<file path="config.mk">
export PLATFORM = sky130hd
export DESIGN_NAME = move_arbiter
export DESIGN_NICKNAME = d
export VERILOG_FILES = /design/src/rtl/tetris_pkg.sv /design/src/rtl/move_arbiter.sv
export SDC_FILE = /design/constraint.sdc
export NUM_CORES = 1
export LEC_CHECK = 0
export ABC_AREA = 1
export BUFFER_PORTS_ARGS = -buffer_cell sky130_fd_sc_hd__buf_4
export CORE_AREA = 4 4 41 43
export CTS_BUF_LIST = sky130_fd_sc_hd__clkbuf_8
export CTS_CLUSTER_SIZE = 14
export DETAILED_ROUTE_END_ITERATION = 6
export DIE_AREA = 0 0 45 47
export PLACE_DENSITY = 0.33
export REMOVE_ABC_BUFFERS = 1
export SLEW_MARGIN = 20
export SYNTH_ARGS = -nofsm -noshare
export SYNTH_HDL_FRONTEND = slang
export SYNTH_SLANG_ARGS = --single-unit
</file>
<file path="constraint.sdc">
create_clock -name clk -period 2 [get_ports clk]
set_clock_uncertainty 0.05 [all_clocks]
set_input_delay 0.2 -clock clk [delete_from_list [all_inputs] [get_ports clk]]
set_output_delay 0.2 -clock clk [all_outputs]
set_load 0.01 [all_outputs]
</file>
<file path="src/rtl/tetris_pkg.sv">
package tetris_pkg;

  ////////////////////
  // grid geometry
  ////////////////////

  // row 0 is the top, cell value 0 is empty
  localparam int ROWS   = 22;
  localparam int COLS   = 10;
  localparam int CELL_W = 3;

  // coordinate widths for the piece anchor
  localparam int ROW_W = 5;
  localparam int COL_W = 4;

  // width of the cleared-line counter
  localparam int LINES_W = 16;

  // top-left corner of the 4x4 frame at spawn
  localparam int SPAWN_ROW = 0;
  localparam int SPAWN_COL = 3;

  ////////////////////
  // shapes
  ////////////////////

  localparam int NUM_SHAPES = 7;
  localparam int SHAPE_W    = 3;

  // frame row r in bits 4r+3:4r, bit c is frame column c
  localparam logic [15:0] SHAPE_MASKS [NUM_SHAPES] = '{
    16'h000F,  // I
    16'h0066,  // O
    16'h0027,  // T
    16'h0036,  // S
    16'h0063,  // Z
    16'h0071,  // J
    16'h0074   // L
  };

  // one mask word, read whole or as four frame rows
  typedef union packed {
    logic [15:0]     flat;
    logic [3:0][3:0] rows;
  } piece_mask_u;

  ////////////////////
  // codes
  ////////////////////

  // move commands
  localparam logic [1:0] MV_NONE  = 2'd0;
  localparam logic [1:0] MV_RIGHT = 2'd1;
  localparam logic [1:0] MV_LEFT  = 2'd2;
  localparam logic [1:0] MV_DOWN  = 2'd3;

  // engine states
  localparam logic [2:0] ST_IDLE  = 3'd0;
  localparam logic [2:0] ST_SPAWN = 3'd1;
  localparam logic [2:0] ST_PLAY  = 3'd2;
  localparam logic [2:0] ST_CLEAR = 3'd3;
  localparam logic [2:0] ST_OVER  = 3'd4;

endpackage
</file>
<file path="src/rtl/move_arbiter.sv">
`timescale 1ns/100ps

module move_arbiter (
  input  logic       clk,
  input  logic       rst,
  input  logic       right,
  input  logic       left,
  input  logic       down,
  output logic       move_valid,
  output logic [1:0] move
);
  import tetris_pkg::*;

  // button levels from the previous edge
  logic right_q;
  logic left_q;
  logic down_q;

  // rising edges this cycle
  logic rise_right;
  logic rise_left;
  logic rise_down;

  // picked command before the register
  logic [1:0] pick;

  assign rise_right = right & ~right_q;
  assign rise_left  = left & ~left_q;
  assign rise_down  = down & ~down_q;

  ////////////////////
  // fixed priority
  ////////////////////

  // right beats left, left beats down
  always_comb begin
    if (rise_right) begin
      pick = MV_RIGHT;
    end else if (rise_left) begin
      pick = MV_LEFT;
    end else if (rise_down) begin
      pick = MV_DOWN;
    end else begin
      pick = MV_NONE;
    end
  end

  // strobe and code leave together, one cycle after the edge
  always_ff @(posedge clk or posedge rst) begin
    if (rst) begin
      right_q    <= 1'b0;
      left_q     <= 1'b0;
      down_q     <= 1'b0;
      move_valid <= 1'b0;
      move       <= MV_NONE;
    end else begin
      right_q    <= right;
      left_q     <= left;
      down_q     <= down;
      move_valid <= rise_right | rise_left | rise_down;
      move       <= pick;
    end
  end

endmodule

</file>
; ---- Word level (Yosys, flattened, before mapping)
; Cells that the tools add are included.
[word_totals]
regBits = 6
latch_bits = 0
mem_bits_rw = 0
mem_bits_ro = 0
in_bits = 5
output_inout_bits = 3
word_cells = 16
memories = 0
[classes]
addsub = 0
multipliers = 0
n_div = 0
n_lt_le_gt_ge = 0
eq_ne = 0
shifts = 0
muxes = 3
bitwise_logic = 8
n_reduce_logical = 0
[ops]
columns = operator, n
row1 = 2-bit 2-to-1 mux, 3
row2 = 1-bit AND, 3
row3 = 1-bit NOT, 3
row4 = 1-bit bitwise OR, 2

; ---- Logic depth before layout (Yosys ltp)
[logic_depth]
ltp_word = 5
mapped_depth = 4
ltp_nobuf = 4

; ---- Worst setup path before layout
; No wires, ideal clock.
[synth_timing]
path_type = register -> register
startpoint = register left_q
endpoint = register move[0]
setup_time_ns = 0.117
t_arrival_ns = 0.547
setup_slack_ns = 1.286
path_stages_with_launch = 5
path_buffers = 0
period_less_slack_ns = 0.714
cell_sequence = dfrtp_1 inv_1 nand2_2 nand3_1 nand2_1
[synth_between]
elab_chain_cells = 4
[synth_rtl]
columns = item, line
row1 = start: declaration, move_arbiter.sv:16  ; logic left_q;
row2 = start signal: assignment, move_arbiter.sv:58  ; left_q <= left;
row3 = 1-bit NOT, move_arbiter.sv:28  ; assign rise_left = left & ~left_q;
row4 = 1-bit AND, move_arbiter.sv:28
row5 = 2-bit 2-to-1 mux, move_arbiter.sv:39  ; end else if (rise_left) begin
row6 = 2-bit 2-to-1 mux, move_arbiter.sv:37  ; if (rise_right) begin
row7 = via pick[0], move_arbiter.sv:25  ; logic [1:0] pick;
row8 = end signal: assignment, move_arbiter.sv:61  ; move <= pick;
row9 = end: declaration, move_arbiter.sv:10  ; output logic [1:0] move
; The timed path passes the listed nets, and every way through them passes these cells.

; ---- Worst setup path in the final report
[layout_timing]
startpoint = register move[0]
endpoint = output move[0]
; No word-level cell between the ends.

==> results.sh <==
export IMPL_max_freq_mhz=1044
export IMPL_cp_data_required_time_ns=1.75
export IMPL_grt_max_degree=7
export IMPL_die_w_um=45
export IMPL_num_vias=144
export IMPL_ir_drop_mv=0.3738
export IMPL_row_count=13
export IMPL_numPortBuffers=7
export IMPL_worst_slew_pin_slew_ns=0.2193
export IMPL_cp_top_family="flip-flops"
export IMPL_num_fill_cells=146
export IMPL_cts_tree="yes"
export IMPL_cp_cell_sequence="buf_4"
export IMPL_postLayoutCoreUtil=0.2538
export IMPL_place_hpwl_um=242.6
export IMPL_gp_congestion=0.6427
export IMPL_cts_htree_levels=1
export IMPL_grt_total_usage=0.04789
export IMPL_root_buffer="clkbuf_8"
export IMPL_routedWlPerCell_um=7.386
export IMPL_area_growth_pct=59.04
export IMPL_p_per_area_mw_per_mm2=1026
export IMPL_crit_buf_inv=1
export IMPL_rsz0062_at_grt="false"
export IMPL_cts_resized=0
export IMPL_seq_area_um2=150.1
export IMPL_syn_inst=18
export IMPL_finish_net_count=36
export IMPL_cts_num_sinks=6
export IMPL_final_antenna_net_count=0
export IMPL_die_y_um=47
export IMPL_antenna_found_initial=0
export IMPL_avgSynthCellArea_um2=11.54
export IMPL_drt_initial_drc_count=0
export IMPL_cap_violations=0
export IMPL_first_global_vias=149
export IMPL_grt_ovfl_total=0
export IMPL_setup_violations=0
export IMPL_grt_first_pass_wirelength_um=558
export IMPL_tns_ns=0
export IMPL_yosysWarnings=0
export IMPL_cts_buffers_inserted=3
export IMPL_crit_path_top_delay_cell="dfrtp_1"
export IMPL_final_layout_size_suffix_gt1_frac=0.4828
export IMPL_cp_end_kind="output port"
export IMPL_ys_ff_latch=6
export IMPL_cp_arrival_ns=0.71
export IMPL_synth_distinct_cells=7
export IMPL_ios=8
export IMPL_hold_viol_final=0
export IMPL_post_cts_buffers=0
export IMPL_initial_utilization=0.1596
export IMPL_clk_latency_ns=0.22
export IMPL_slowest_delay_ns=0.35
export IMPL_finalPower_uw=339.0
export IMPL_final_common_cell="buf_4"
export IMPL_diodes=0
export IMPL_r2r_slack_ns=1.26
export IMPL_synth_area_um2=207.7
export IMPL_viasPerCell=3.273
export IMPL_cp_start_kind="register"
export IMPL_path_class="register to output port"
export IMPL_final_cell_mix="7 x buf_4, 6 x dfrtp_1, 4 x inv_1"
export IMPL_path_clk_slew_ns=0.04
export IMPL_finalWirelength_um=325
export IMPL_crit_fanout=1
export IMPL_period_minus_slack_ns=0.9581
export IMPL_ys_seq_area_frac=0.7229
export IMPL_cts_buffer_depth=2
export IMPL_relSlewSlack=0.8537
export IMPL_drc=0
export IMPL_dr_pass1_iters=1
export IMPL_multi_input_area_um2=38.79
export IMPL_leakage_uw=0.0001765
export IMPL_core_area_mm2=0.001301
export IMPL_dp_cells=40
export IMPL_final_cells=44
export IMPL_drv_slew=0
export IMPL_status="complete, no violations"
export IMPL_die_area_mm2=0.002115
export IMPL_hp_class="input pin to register"
export IMPL_fin_crit_sh=0.4790
## metrics by stage
stage	setup WS (ns)	hold WS, ns	cell area (um2)
detailed placement	1.254	0.08298	279.0
global placement	1.250	0.08218	279.0
CTS	1.033	0.04719	330.3
global route	1.011	0.04839	330.3
finish	1.042	0.05256	330.3
floorplan	1.286	-0.05904	207.7
## kinds of logic (layout without fill, tap and decap cells)
family | count (synthesis) | after routing | share of synthesized area
simple gates | 6 | 6 | 0.1446
flops | 6 | 6 | 0.7229
buf+inv | 5 | 16 | 0.09032
compound gates | 1 | 1 | 0.04218
## timing repair
action | CTS | global route
endpoints found under the setup margin | 0 | 0
endpoints found under the hold margin | 6 | 0
hold buffers | 1 | 0
## power by group
part	leakage, uW	switching, uW	internal (uW)
Combinational	0.0000840	14.5	16.1
Clock	0.0000216	47.7	129
Sequential	0.0000709	1.76	130
## cell usage after synthesis
master / number / share of area
dfrtp_1: 6 / 0.72
inv_1: 4 / 0.072
nand2_1: 2 / 0.036
nand2_2: 2 / 0.060
nand3_1: 2 / 0.048
a21oi_2: 1 / 0.042
inv_2: 1 / 0.018
## routing by layer
layer  global-route usage  wire [um]  vias to the layer above
li1                     -          -                       76
met1              0.03513        121                       56
met2              0.04520        111                       10
met3              0.07663         81                        2
met4              0.05263         11                        0
met5                    0          0                        -
## state kept, by name, indices dropped and copies added, names as in the netlist
name	count
move	2
left_q	1
move_valid	1
right_q	1
down_q	1
## path summary, 6_finish.rpt
kind	endpoint	cells past startpoint	from
max	move[0]	1	move[0]$_DFF_PP0_
min	right_q$_DFF_PP0_	1	right
max reg2reg	move[0]$_DFF_PP0_	4	left_q$_DFF_PP0_
min reg2reg	move[0]$_DFF_PP0_	3	down_q$_DFF_PP0_
max in group asynchronous	left_q$_DFF_PP0_	3	rst
min in group asynchronous	move[0]$_DFF_PP0_	3	rst
## layout make-up
cell class                 count  share of cell area
timing repair buffer           8              0.1894
sequential                     6              0.4545
clock buffer                   3              0.1250
tap                           15             0.05682
inverter                       5             0.05682
multi-input combinational      7              0.1174
(Power assumes the default switching activity.)
