$ cat src/rtl/tetris_pkg.sv
package tetris_pkg;

  ////////////////////
  // grid geometry
  ////////////////////

  // row 0 is the top, cell value 0 is empty
  localparam int ROWS   = 22;
  localparam int COLS   = 10;
  localparam int CELL_W = 3;

  // coordinate widths for the piece anchor
  localparam int ROW_W = 5;
  localparam int COL_W = 4;

  // width of the cleared-line counter
  localparam int LINES_W = 16;

  // top-left corner of the 4x4 frame at spawn
  localparam int SPAWN_ROW = 0;
  localparam int SPAWN_COL = 3;

  ////////////////////
  // shapes
  ////////////////////

  localparam int NUM_SHAPES = 7;
  localparam int SHAPE_W    = 3;

  // frame row r in bits 4r+3:4r, bit c is frame column c
  localparam logic [15:0] SHAPE_MASKS [NUM_SHAPES] = '{
    16'h000F,  // I
    16'h0066,  // O
    16'h0027,  // T
    16'h0036,  // S
    16'h0063,  // Z
    16'h0071,  // J
    16'h0074   // L
  };

  // one mask word, read whole or as four frame rows
  typedef union packed {
    logic [15:0]     flat;
    logic [3:0][3:0] rows;
  } piece_mask_u;

  ////////////////////
  // codes
  ////////////////////

  // move commands
  localparam logic [1:0] MV_NONE  = 2'd0;
  localparam logic [1:0] MV_RIGHT = 2'd1;
  localparam logic [1:0] MV_LEFT  = 2'd2;
  localparam logic [1:0] MV_DOWN  = 2'd3;

  // engine states
  localparam logic [2:0] ST_IDLE  = 3'd0;
  localparam logic [2:0] ST_SPAWN = 3'd1;
  localparam logic [2:0] ST_PLAY  = 3'd2;
  localparam logic [2:0] ST_CLEAR = 3'd3;
  localparam logic [2:0] ST_OVER  = 3'd4;

endpackage
$ cat src/rtl/clear_if.sv
`timescale 1ns/100ps

interface clear_if;
  import tetris_pkg::*;

  // engine side, start only while no pass runs
  logic start;
  logic restart;
  logic [ROWS-1:0][COLS-1:0][CELL_W-1:0] grid_in;

  // clear side, grid_out and full_rows valid with done
  logic done;
  logic [ROWS-1:0][COLS-1:0][CELL_W-1:0] grid_out;
  logic [ROW_W-1:0] full_rows;

  modport engine_mp (
    output start, restart, grid_in,
    input  done, grid_out, full_rows
  );

  modport clear_mp (
    input  start, restart, grid_in,
    output done, grid_out, full_rows
  );

endinterface

$ cat src/rtl/line_clear.sv
`timescale 1ns/100ps

module line_clear (
  input  logic                        clk,
  input  logic                        rst,
  clear_if.clear_mp                   clr,
  output logic [tetris_pkg::LINES_W-1:0] lines
);
  import tetris_pkg::*;

  // pass phases
  logic walking;
  logic filling;
  logic busy;

  // read walks bottom to top, write trails behind it
  logic [ROW_W-1:0] rd_ptr;
  logic [ROW_W-1:0] wr_ptr;
  logic [ROW_W-1:0] cnt;
  logic             row_full;

  // captured and compacted grids
  logic [ROWS-1:0][COLS-1:0][CELL_W-1:0] src;
  logic [ROWS-1:0][COLS-1:0][CELL_W-1:0] dst;

  assign busy          = walking | filling;
  assign clr.grid_out  = dst;
  assign clr.full_rows = cnt;

  // row is full when no cell is empty
  always_comb begin
    row_full = 1'b1;
    for (int c = 0; c < COLS; c++) begin
      if (src[rd_ptr][c] == '0) begin
        row_full = 1'b0;
      end
    end
  end

  ////////////////////
  // pass control
  ////////////////////

  always_ff @(posedge clk or posedge rst) begin
    if (rst) begin
      walking  <= 1'b0;
      filling  <= 1'b0;
      rd_ptr   <= '0;
      wr_ptr   <= '0;
      cnt      <= '0;
      lines    <= '0;
      clr.done <= 1'b0;
    end else begin
      clr.done <= 1'b0;
      if (clr.start && !busy) begin
        walking <= 1'b1;
        rd_ptr  <= ROW_W'(ROWS - 1);
        wr_ptr  <= ROW_W'(ROWS - 1);
        cnt     <= '0;
      end else if (walking) begin
        // kept rows move the write pointer, full rows only count
        if (row_full) begin
          cnt <= cnt + ROW_W'(1);
        end else begin
          wr_ptr <= wr_ptr - ROW_W'(1);
        end
        if (rd_ptr == '0) begin
          walking <= 1'b0;
          filling <= 1'b1;
        end else begin
          rd_ptr <= rd_ptr - ROW_W'(1);
        end
      end else if (filling) begin
        filling  <= 1'b0;
        clr.done <= 1'b1;
        lines    <= lines + LINES_W'(clr.full_rows);
      end
      // game restart from the engine
      if (clr.restart) begin
        lines <= '0;
      end
    end
  end

  // grid data path
  always_ff @(posedge clk) begin
    if (clr.start && !busy) begin
      src <= clr.grid_in;
    end
    if (walking && !row_full) begin
      dst[wr_ptr] <= src[rd_ptr];
    end
    if (filling) begin
      // one empty row on top per removed row
      for (int r = 0; r < ROWS; r++) begin
        if (r < int'(cnt)) begin
          dst[r] <= '0;
        end
      end
    end
  end

endmodule

$ cat src/flat_wrapper.sv
// flat-port wrapper written by rule: the top's interface ports become plain ports
module line_clear_flat import tetris_pkg::*;
  (clk, rst, lines, clr_start, clr_restart, clr_grid_in, clr_done, clr_grid_out, clr_full_rows);
  clear_if clr_i ();
  input  logic clk;
  input  logic rst;
  output logic [tetris_pkg::LINES_W-1:0] lines;
  input wire logic [$bits(clr_i.start)-1:0] clr_start;
  input wire logic [$bits(clr_i.restart)-1:0] clr_restart;
  input wire logic [$bits(clr_i.grid_in)-1:0] clr_grid_in;
  output wire logic [$bits(clr_i.done)-1:0] clr_done;
  output wire logic [$bits(clr_i.grid_out)-1:0] clr_grid_out;
  output wire logic [$bits(clr_i.full_rows)-1:0] clr_full_rows;
  assign clr_i.start = clr_start;
  assign clr_i.restart = clr_restart;
  assign clr_i.grid_in = clr_grid_in;
  assign clr_done = clr_i.done;
  assign clr_grid_out = clr_i.grid_out;
  assign clr_full_rows = clr_i.full_rows;
  line_clear u_core (.clk(clk), .rst(rst), .clr(clr_i), .lines(lines));
endmodule
$ cat config.mk
export PLATFORM = sky130hd
export DESIGN_NAME = line_clear_flat
export DESIGN_NICKNAME = d
export VERILOG_FILES = /design/src/rtl/tetris_pkg.sv /design/src/rtl/clear_if.sv /design/src/rtl/line_clear.sv /design/src/flat_wrapper.sv
export SDC_FILE = /design/constraint.sdc
export NUM_CORES = 2
export LEC_CHECK = 0
export ABC_AREA = 1
export ABC_CLOCK_PERIOD_IN_PS = 21800
export BUFFER_PORTS_ARGS = -buffer_cell sky130_fd_sc_hd__buf_2
export CORE_MARGIN = 8
export CORE_UTILIZATION = 25
export CTS_CLUSTER_DIAMETER = 40
export DETAILED_ROUTE_END_ITERATION = 7
export PLACE_DENSITY = 0.41
export REMOVE_ABC_BUFFERS = 1
export SETUP_SLACK_MARGIN = 0.3
export SYNTH_ARGS = -nofsm -noshare
export SYNTH_HDL_FRONTEND = slang
export SYNTH_SLANG_ARGS = --single-unit
export TNS_END_PERCENT = 10
$ cat constraint.sdc
create_clock -name clk -period 21.8 [get_ports clk]
set_clock_uncertainty 0.15 [all_clocks]
set_input_delay 3.27 -clock clk [delete_from_list [all_inputs] [get_ports clk]]
set_output_delay 3.27 -clock clk [all_outputs]
set_load 0.05 [all_outputs]
Yosys cells after proc, flatten, opt, wreduce, memory -nomap -nowiden:

Cells that the tools add are included.

* add/subtract/negate cells: 4
* magnitude comparators: 25
* equality and inequality tests: 5
* muxes and demuxes: 60
* bitwise logic cells: 2
* reduce and logical (&&, ||, !) cells: 24

Operator list (number)
* $mux W660: 2
* $mux W30: 24
* $bwmux W660: 1
* $bmux W30 S5: 1
* $demux W30 S5: 1
* $mux W16: 4
* $mux W5: 9
* $lt A4 B5 Y1 const A: 8
* $logic_not A3 Y1: 10
* $lt A5 B5 Y1 const A: 6
* $lt A3 B5 Y1 const A: 4
* $mux W1: 18
* $add A16 B5 Y16: 1
* $lt A5 B6 Y1 const B: 2
* $lt A1 B5 Y1 const A: 2
* $lt A2 B5 Y1 const A: 2
* $sub A5 B1 Y5 const B: 2
* $ne A2 B2 Y1 const B: 4
* $reduce_and A2 Y1: 4
* $reduce_bool A2 Y1: 3
* $add A5 B1 Y5 const B: 1
* $ge A5 B1 Y1 const B: 1
* $logic_not A5 Y1: 1
* $logic_and A1 B1 Y1: 3
* other kinds (5): 6

* bits in registers: 1354
* input port bits: 664
* output and inout bits: 682
* logic and storage cells: 567

Logic depth before layout (Yosys ltp):

* depth in word-level cells: 18
* gate-level depth with buffers: 24
* depth with buffers taken out: 20

Least setup slack after synthesis:

OpenSTA, ideal clock, no wires.

* path type: input -> register
* start point: input port clr_start
* end point: register u_core.wr_ptr[3]
* library setup time: 141 ps
* arrival: 17366 ps
* data required time: 21509 ps
* setup slack: 4142 ps
* cell stages on the path: 4
* path buffers: 0
* cell sequence: nand3_1 > inv_1 > or2_2 > o21ai_0

* longest elaborated chain between the ends: 3
* elaborated cells between the ends (all ways): 5
* classes of those cells: eq/ne (1); mux (1); reduce/logical (3)

Ends and longest elaborated chain
* start: declaration: line flat_wrapper.sv:8 `input wire logic [$bits(clr_i.start)-1:0] clr_start;`
* $logic_and A1 B1 Y1 (*): line line_clear.sv:55 `if (clr.start && !busy) begin`
* $ne A2 B2 Y1 (no line) or $reduce_bool A2 Y1 (tied branches)
* $reduce_and A2 Y1 (no line)
* end signal: assignment: line line_clear.sv:58 `wr_ptr <= ROW_W'(ROWS - 1);`
* end signal: assignment: line line_clear.sv:65 `wr_ptr <= wr_ptr - ROW_W'(1);`
* end: declaration: line line_clear.sv:18 `logic [ROW_W-1:0] wr_ptr;`

Mark *: on every way between the ends. The rest lies on a longest branch, timed or not.
A chain may end at the register's enable or synchronous reset.

Worst setup path after layout:

* start point: register u_core.rd_ptr[0]
* end point: register u_core.dst (netlist bit u_core.clr.grid_out[304])

* longest elaborated chain between the ends: 18
* elaborated cells between the ends (all ways): 28
* classes of those cells: mux (16); reduce/logical (12)

Ends and longest elaborated chain
* start: declaration: line line_clear.sv:17 `logic [ROW_W-1:0] rd_ptr;`
* start signal: assignment: line line_clear.sv:57 `rd_ptr <= ROW_W'(ROWS - 1);`
* start signal: assignment: line line_clear.sv:71 `rd_ptr <= rd_ptr - ROW_W'(1);`
* $bmux W30 S5 (*): line line_clear.sv:34, line_clear.sv:91
* $mux W30 (implied by the code) (*): line line_clear.sv:34 `if (src[rd_ptr][c] == '0) begin`
* $logic_not A3 Y1: line line_clear.sv:34
* $mux W1 (10 in series): line line_clear.sv:34
* $logic_not A1 Y1: line line_clear.sv:90 `if (walking && !row_full) begin`
* $logic_and A1 B1 Y1: line line_clear.sv:90
* $mux W660 (*): line line_clear.sv:90
* $mux W30: line line_clear.sv:96 `if (r < int'(cnt)) begin`
* $mux W660 (*): line line_clear.sv:93 `if (filling) begin`
* end signal: indexed assignment: line line_clear.sv:91 `dst[wr_ptr] <= src[rd_ptr];`
* end: declaration: line line_clear.sv:24 `logic [ROWS-1:0][COLS-1:0][CELL_W-1:0] dst;`

Mark *: on every way between the ends. The rest lies on a longest branch, timed or not. The select of a mux whose other input is x is not followed.

==> impl_metrics.toml <==
[setup_path]
crit_top_cell = "nand2_1"
slowest_delay_ps = 1030
cp.buffers_inverters = 7
end_kind = "flop"
critPathSlowestCell = "buf_4"
worstPathRequired_ps = 22420
r2r-start = "u_core.rd_ptr[0]$_DFFE_PP0P_"
r2r-end = "u_core.clr.grid_out[304]$_DFF_P_"
startpoint_type = "flop"
path_delay_family = "buffers and inverters"
cp_data_arrival_time_ps = 10380
path_cells = "clkinv_8 -> buf_4 -> buf_4 -> nand2_1 -> nand2_1 -> nand2_1 -> o21ai_1 -> nand2_1 -> nand2_1 -> inv_1 -> nand2_1 -> nand2_1 -> nand2_2 -> nor2_1 -> nand2_1 -> nand2_1 -> nor2_2 -> nand2_8 -> nand2_8 -> buf_4 -> buf_4 -> buf_4 -> nand2_1 -> a21oi_1"
ff2ff_setup_slack_ps = 12040
cp_max_fo = 135
critPathKind = "flop to flop"
reg2regPathDepth = 24

[min_path]
whs_path_depth = 2
hold-path-endpoint = "u_core.clr.grid_out[427]$_DFF_P_"
min_from = "u_core.clr.grid_out[427]$_DFF_P_"
hp-class = "flop to flop"

[floorplan]
core_um2 = 250000
fp.dieH_um = 517
rows = 184
die-area_um2 = 267000
start_util = 0.251
die_x_um = 517
io-pin-count = 1346

[pwr]
power.density_nw_per_um2 = 197
vdd_drop_max_uv = 81.3
power.leakage_nw = 40.2

[clock_tree]
cts_setup_buffers = 0
cts_resized = 0
hold_buffers = 0
cts_tree = "done"
path_clk_slew_ps = 50
clock_sinks = 1354
cts-root-buf = "clkbuf_16"
clkLatencyLatePin_ps = 950
cts_inserted_buffers = 307
clk_path_buf_depth = 4
htree_levels = 5

[grt]
grt_pass1_vias = 56400
grtUsageTotal = 0.233
grt_max_degree = 226
antenna_found_initial = 103
grt_pass1_wl_mm = 447
overflow = 0

[placement]
gp_congestion = 0.861
dpl_cell_area_um2 = 72600
port_buffers = 1345
dp.cells = 11900
dpl.hpwl_mm = 227
pre_cts_slack_ps = 11830

[layout]
layout-drive-gt1-share = 0.226
final_cell_mix = "nand2_1, buf_2, inv_1"
area_growth_syn_to_layout_pct = 32.2
final_cells = 12500
final_common_cell = "nand2_1"
fin_util = 0.331
nNetsFinal = 9545
final_area_um2 = 83000

[logic_synthesis]
synth_compound_area_frac = 0.109
yosysTopAreaCell = "edfxtp_1"
netlist.area_leader.share = 0.316
avgSynthCellArea_um2 = 8.21
ys_ff_latch = 1354
ys_types = 48
synth-edff-count = 660
synth-xor-area-share = 0.000977
synth_top_family_by_area = "simple AND/OR/NAND/NOR gates"
synth_mux_area_frac = 0.0336
synthCells = 7642
synth_fa_ha_area_frac = 0.00291
async_reset_ff_frac = 0.0251
ys_top_cells_by_area = "edfxtp_1, dfxtp_1, nand2_1"
yosysSeqAreaShare = 0.540
synth_flop_cell = "edfxtp_1"
yosys.area_share.simple = 0.209
synth_area_um2 = 62800
yosys_warnings = 0

[sta]
slew_headroom = 0.0200
min_period_ps = 9760
rsz0062_at_grt = "no"
hold_viol_final = 0
layout_worst_path_cycle_share = 0.448
worstMarginPinSlew_ps = 1470
fin_ws_ps = 12040
fmax_ghz = 0.102
setup_viol = 0
hold_slack_ps = 319
slew_violations = 0

[job]
max_cap_viol_count = 0

[routing]
dr.pass1.iters = 6
wl_mm = 329
post_drt_wl_per_cell_um = 26.4
drc = 0
ant_nets = 0
vias_per_cell = 4.71
dr_total_vias = 58800
drt_iter0_drc = 5209

[status]
status = "finished clean"
[cell families after synthesis]
| kind of cell | Yosys count |
|---|---|
| multiplexers | 211 |
| AO/OA/AOI/OAI | 1315 |
| buffers and inverters | 1600 |
| XOR/XNOR | 7 |
| adder cells (fa/ha/maj) | 14 |
| AND/OR/NAND/NOR | 3141 |
| flip-flops | 1354 |
[registers in the layout, summed over array words and instances, names as in the netlist]
register / count
u_core.src: 660
u_core.clr.grid_out: 660
u_core.wr_ptr: 5
u_core.rd_ptr: 5
u_core.clr.full_rows: 5
u_core.walking: 1
u_core.lines: 16
u_core.filling: 1
u_core.clr.done: 1
[layer usage]
layer,track usage,up-vias,wire [um]
met2,0.391,2619,155000
met4,0.109,18,18200
met3,0.0474,642,23100
met5,0,-,105
li1,-,27400,-
met1,0.288,28100,133000
[power by group]
group          switching [mW]  internal [mW]
sequential              0.520           3.45
combinational            5.96           1.75
clock                    1.53           3.12
[final cells by class]
cell class              count  area [um2]
inverters                1047        3960
well taps                3348        4190
fillers                 26300      168000
clock buffers             374        8240
diodes                     35        87.6
flip-flops and latches   1354       33900
repair buffers           1469        7740
multi-input cells        4688       22800
clock inverters           169        2050
[worst min-delay path, delay by kind of cell, from the launching register on]
kind | cells | cell delay [ps]
flops | 1 | 310
simple gates | 1 | 60
compound gates | 1 | 50
[synth_stat cells, drive strengths merged (8+ instances only)]
cell    instances
o21ai         598
edfxtp        660
dfrtp          34
nand2        1708
o211ai         29
clkbuf        249
dfxtp         660
a21boi          8
mux2i         211
or2            22
a21oi         637
o21a           24
clkinv         21
nor3            9
buf           304
ha             13
nand3         923
inv          1026
nor2          467
[worst max-delay path by stage]
stage	from	endpoint	slack, ps	depth (start not counted)
after floorplan	u_core.walking$_DFF_PP0_	u_core.wr_ptr[3]$_DFFE_PP0P_	-850	5
after global placement	u_core.rd_ptr[0]$_DFFE_PP0P_	u_core.clr.grid_out[186]$_DFF_P_	11870	24
after detailed placement	u_core.rd_ptr[0]$_DFFE_PP0P_	u_core.clr.grid_out[250]$_DFF_P_	11830	24
after CTS	u_core.rd_ptr[0]$_DFFE_PP0P_	u_core.clr.grid_out[208]$_DFF_P_	11730	24
after global routing	u_core.rd_ptr[0]$_DFFE_PP0P_	u_core.clr.grid_out[208]$_DFF_P_	11220	24
final	u_core.rd_ptr[0]$_DFFE_PP0P_	u_core.clr.grid_out[304]$_DFF_P_	12040	24
[through the flow]
step	TNS, ps	power, mW
floorplan	-468900	8.76
finish	0	16.3
detailed placement	0	11.9
global route	0	17.2
CTS	0	16.6
global placement	0	11.8
Power figures use the tool's default switching activity.
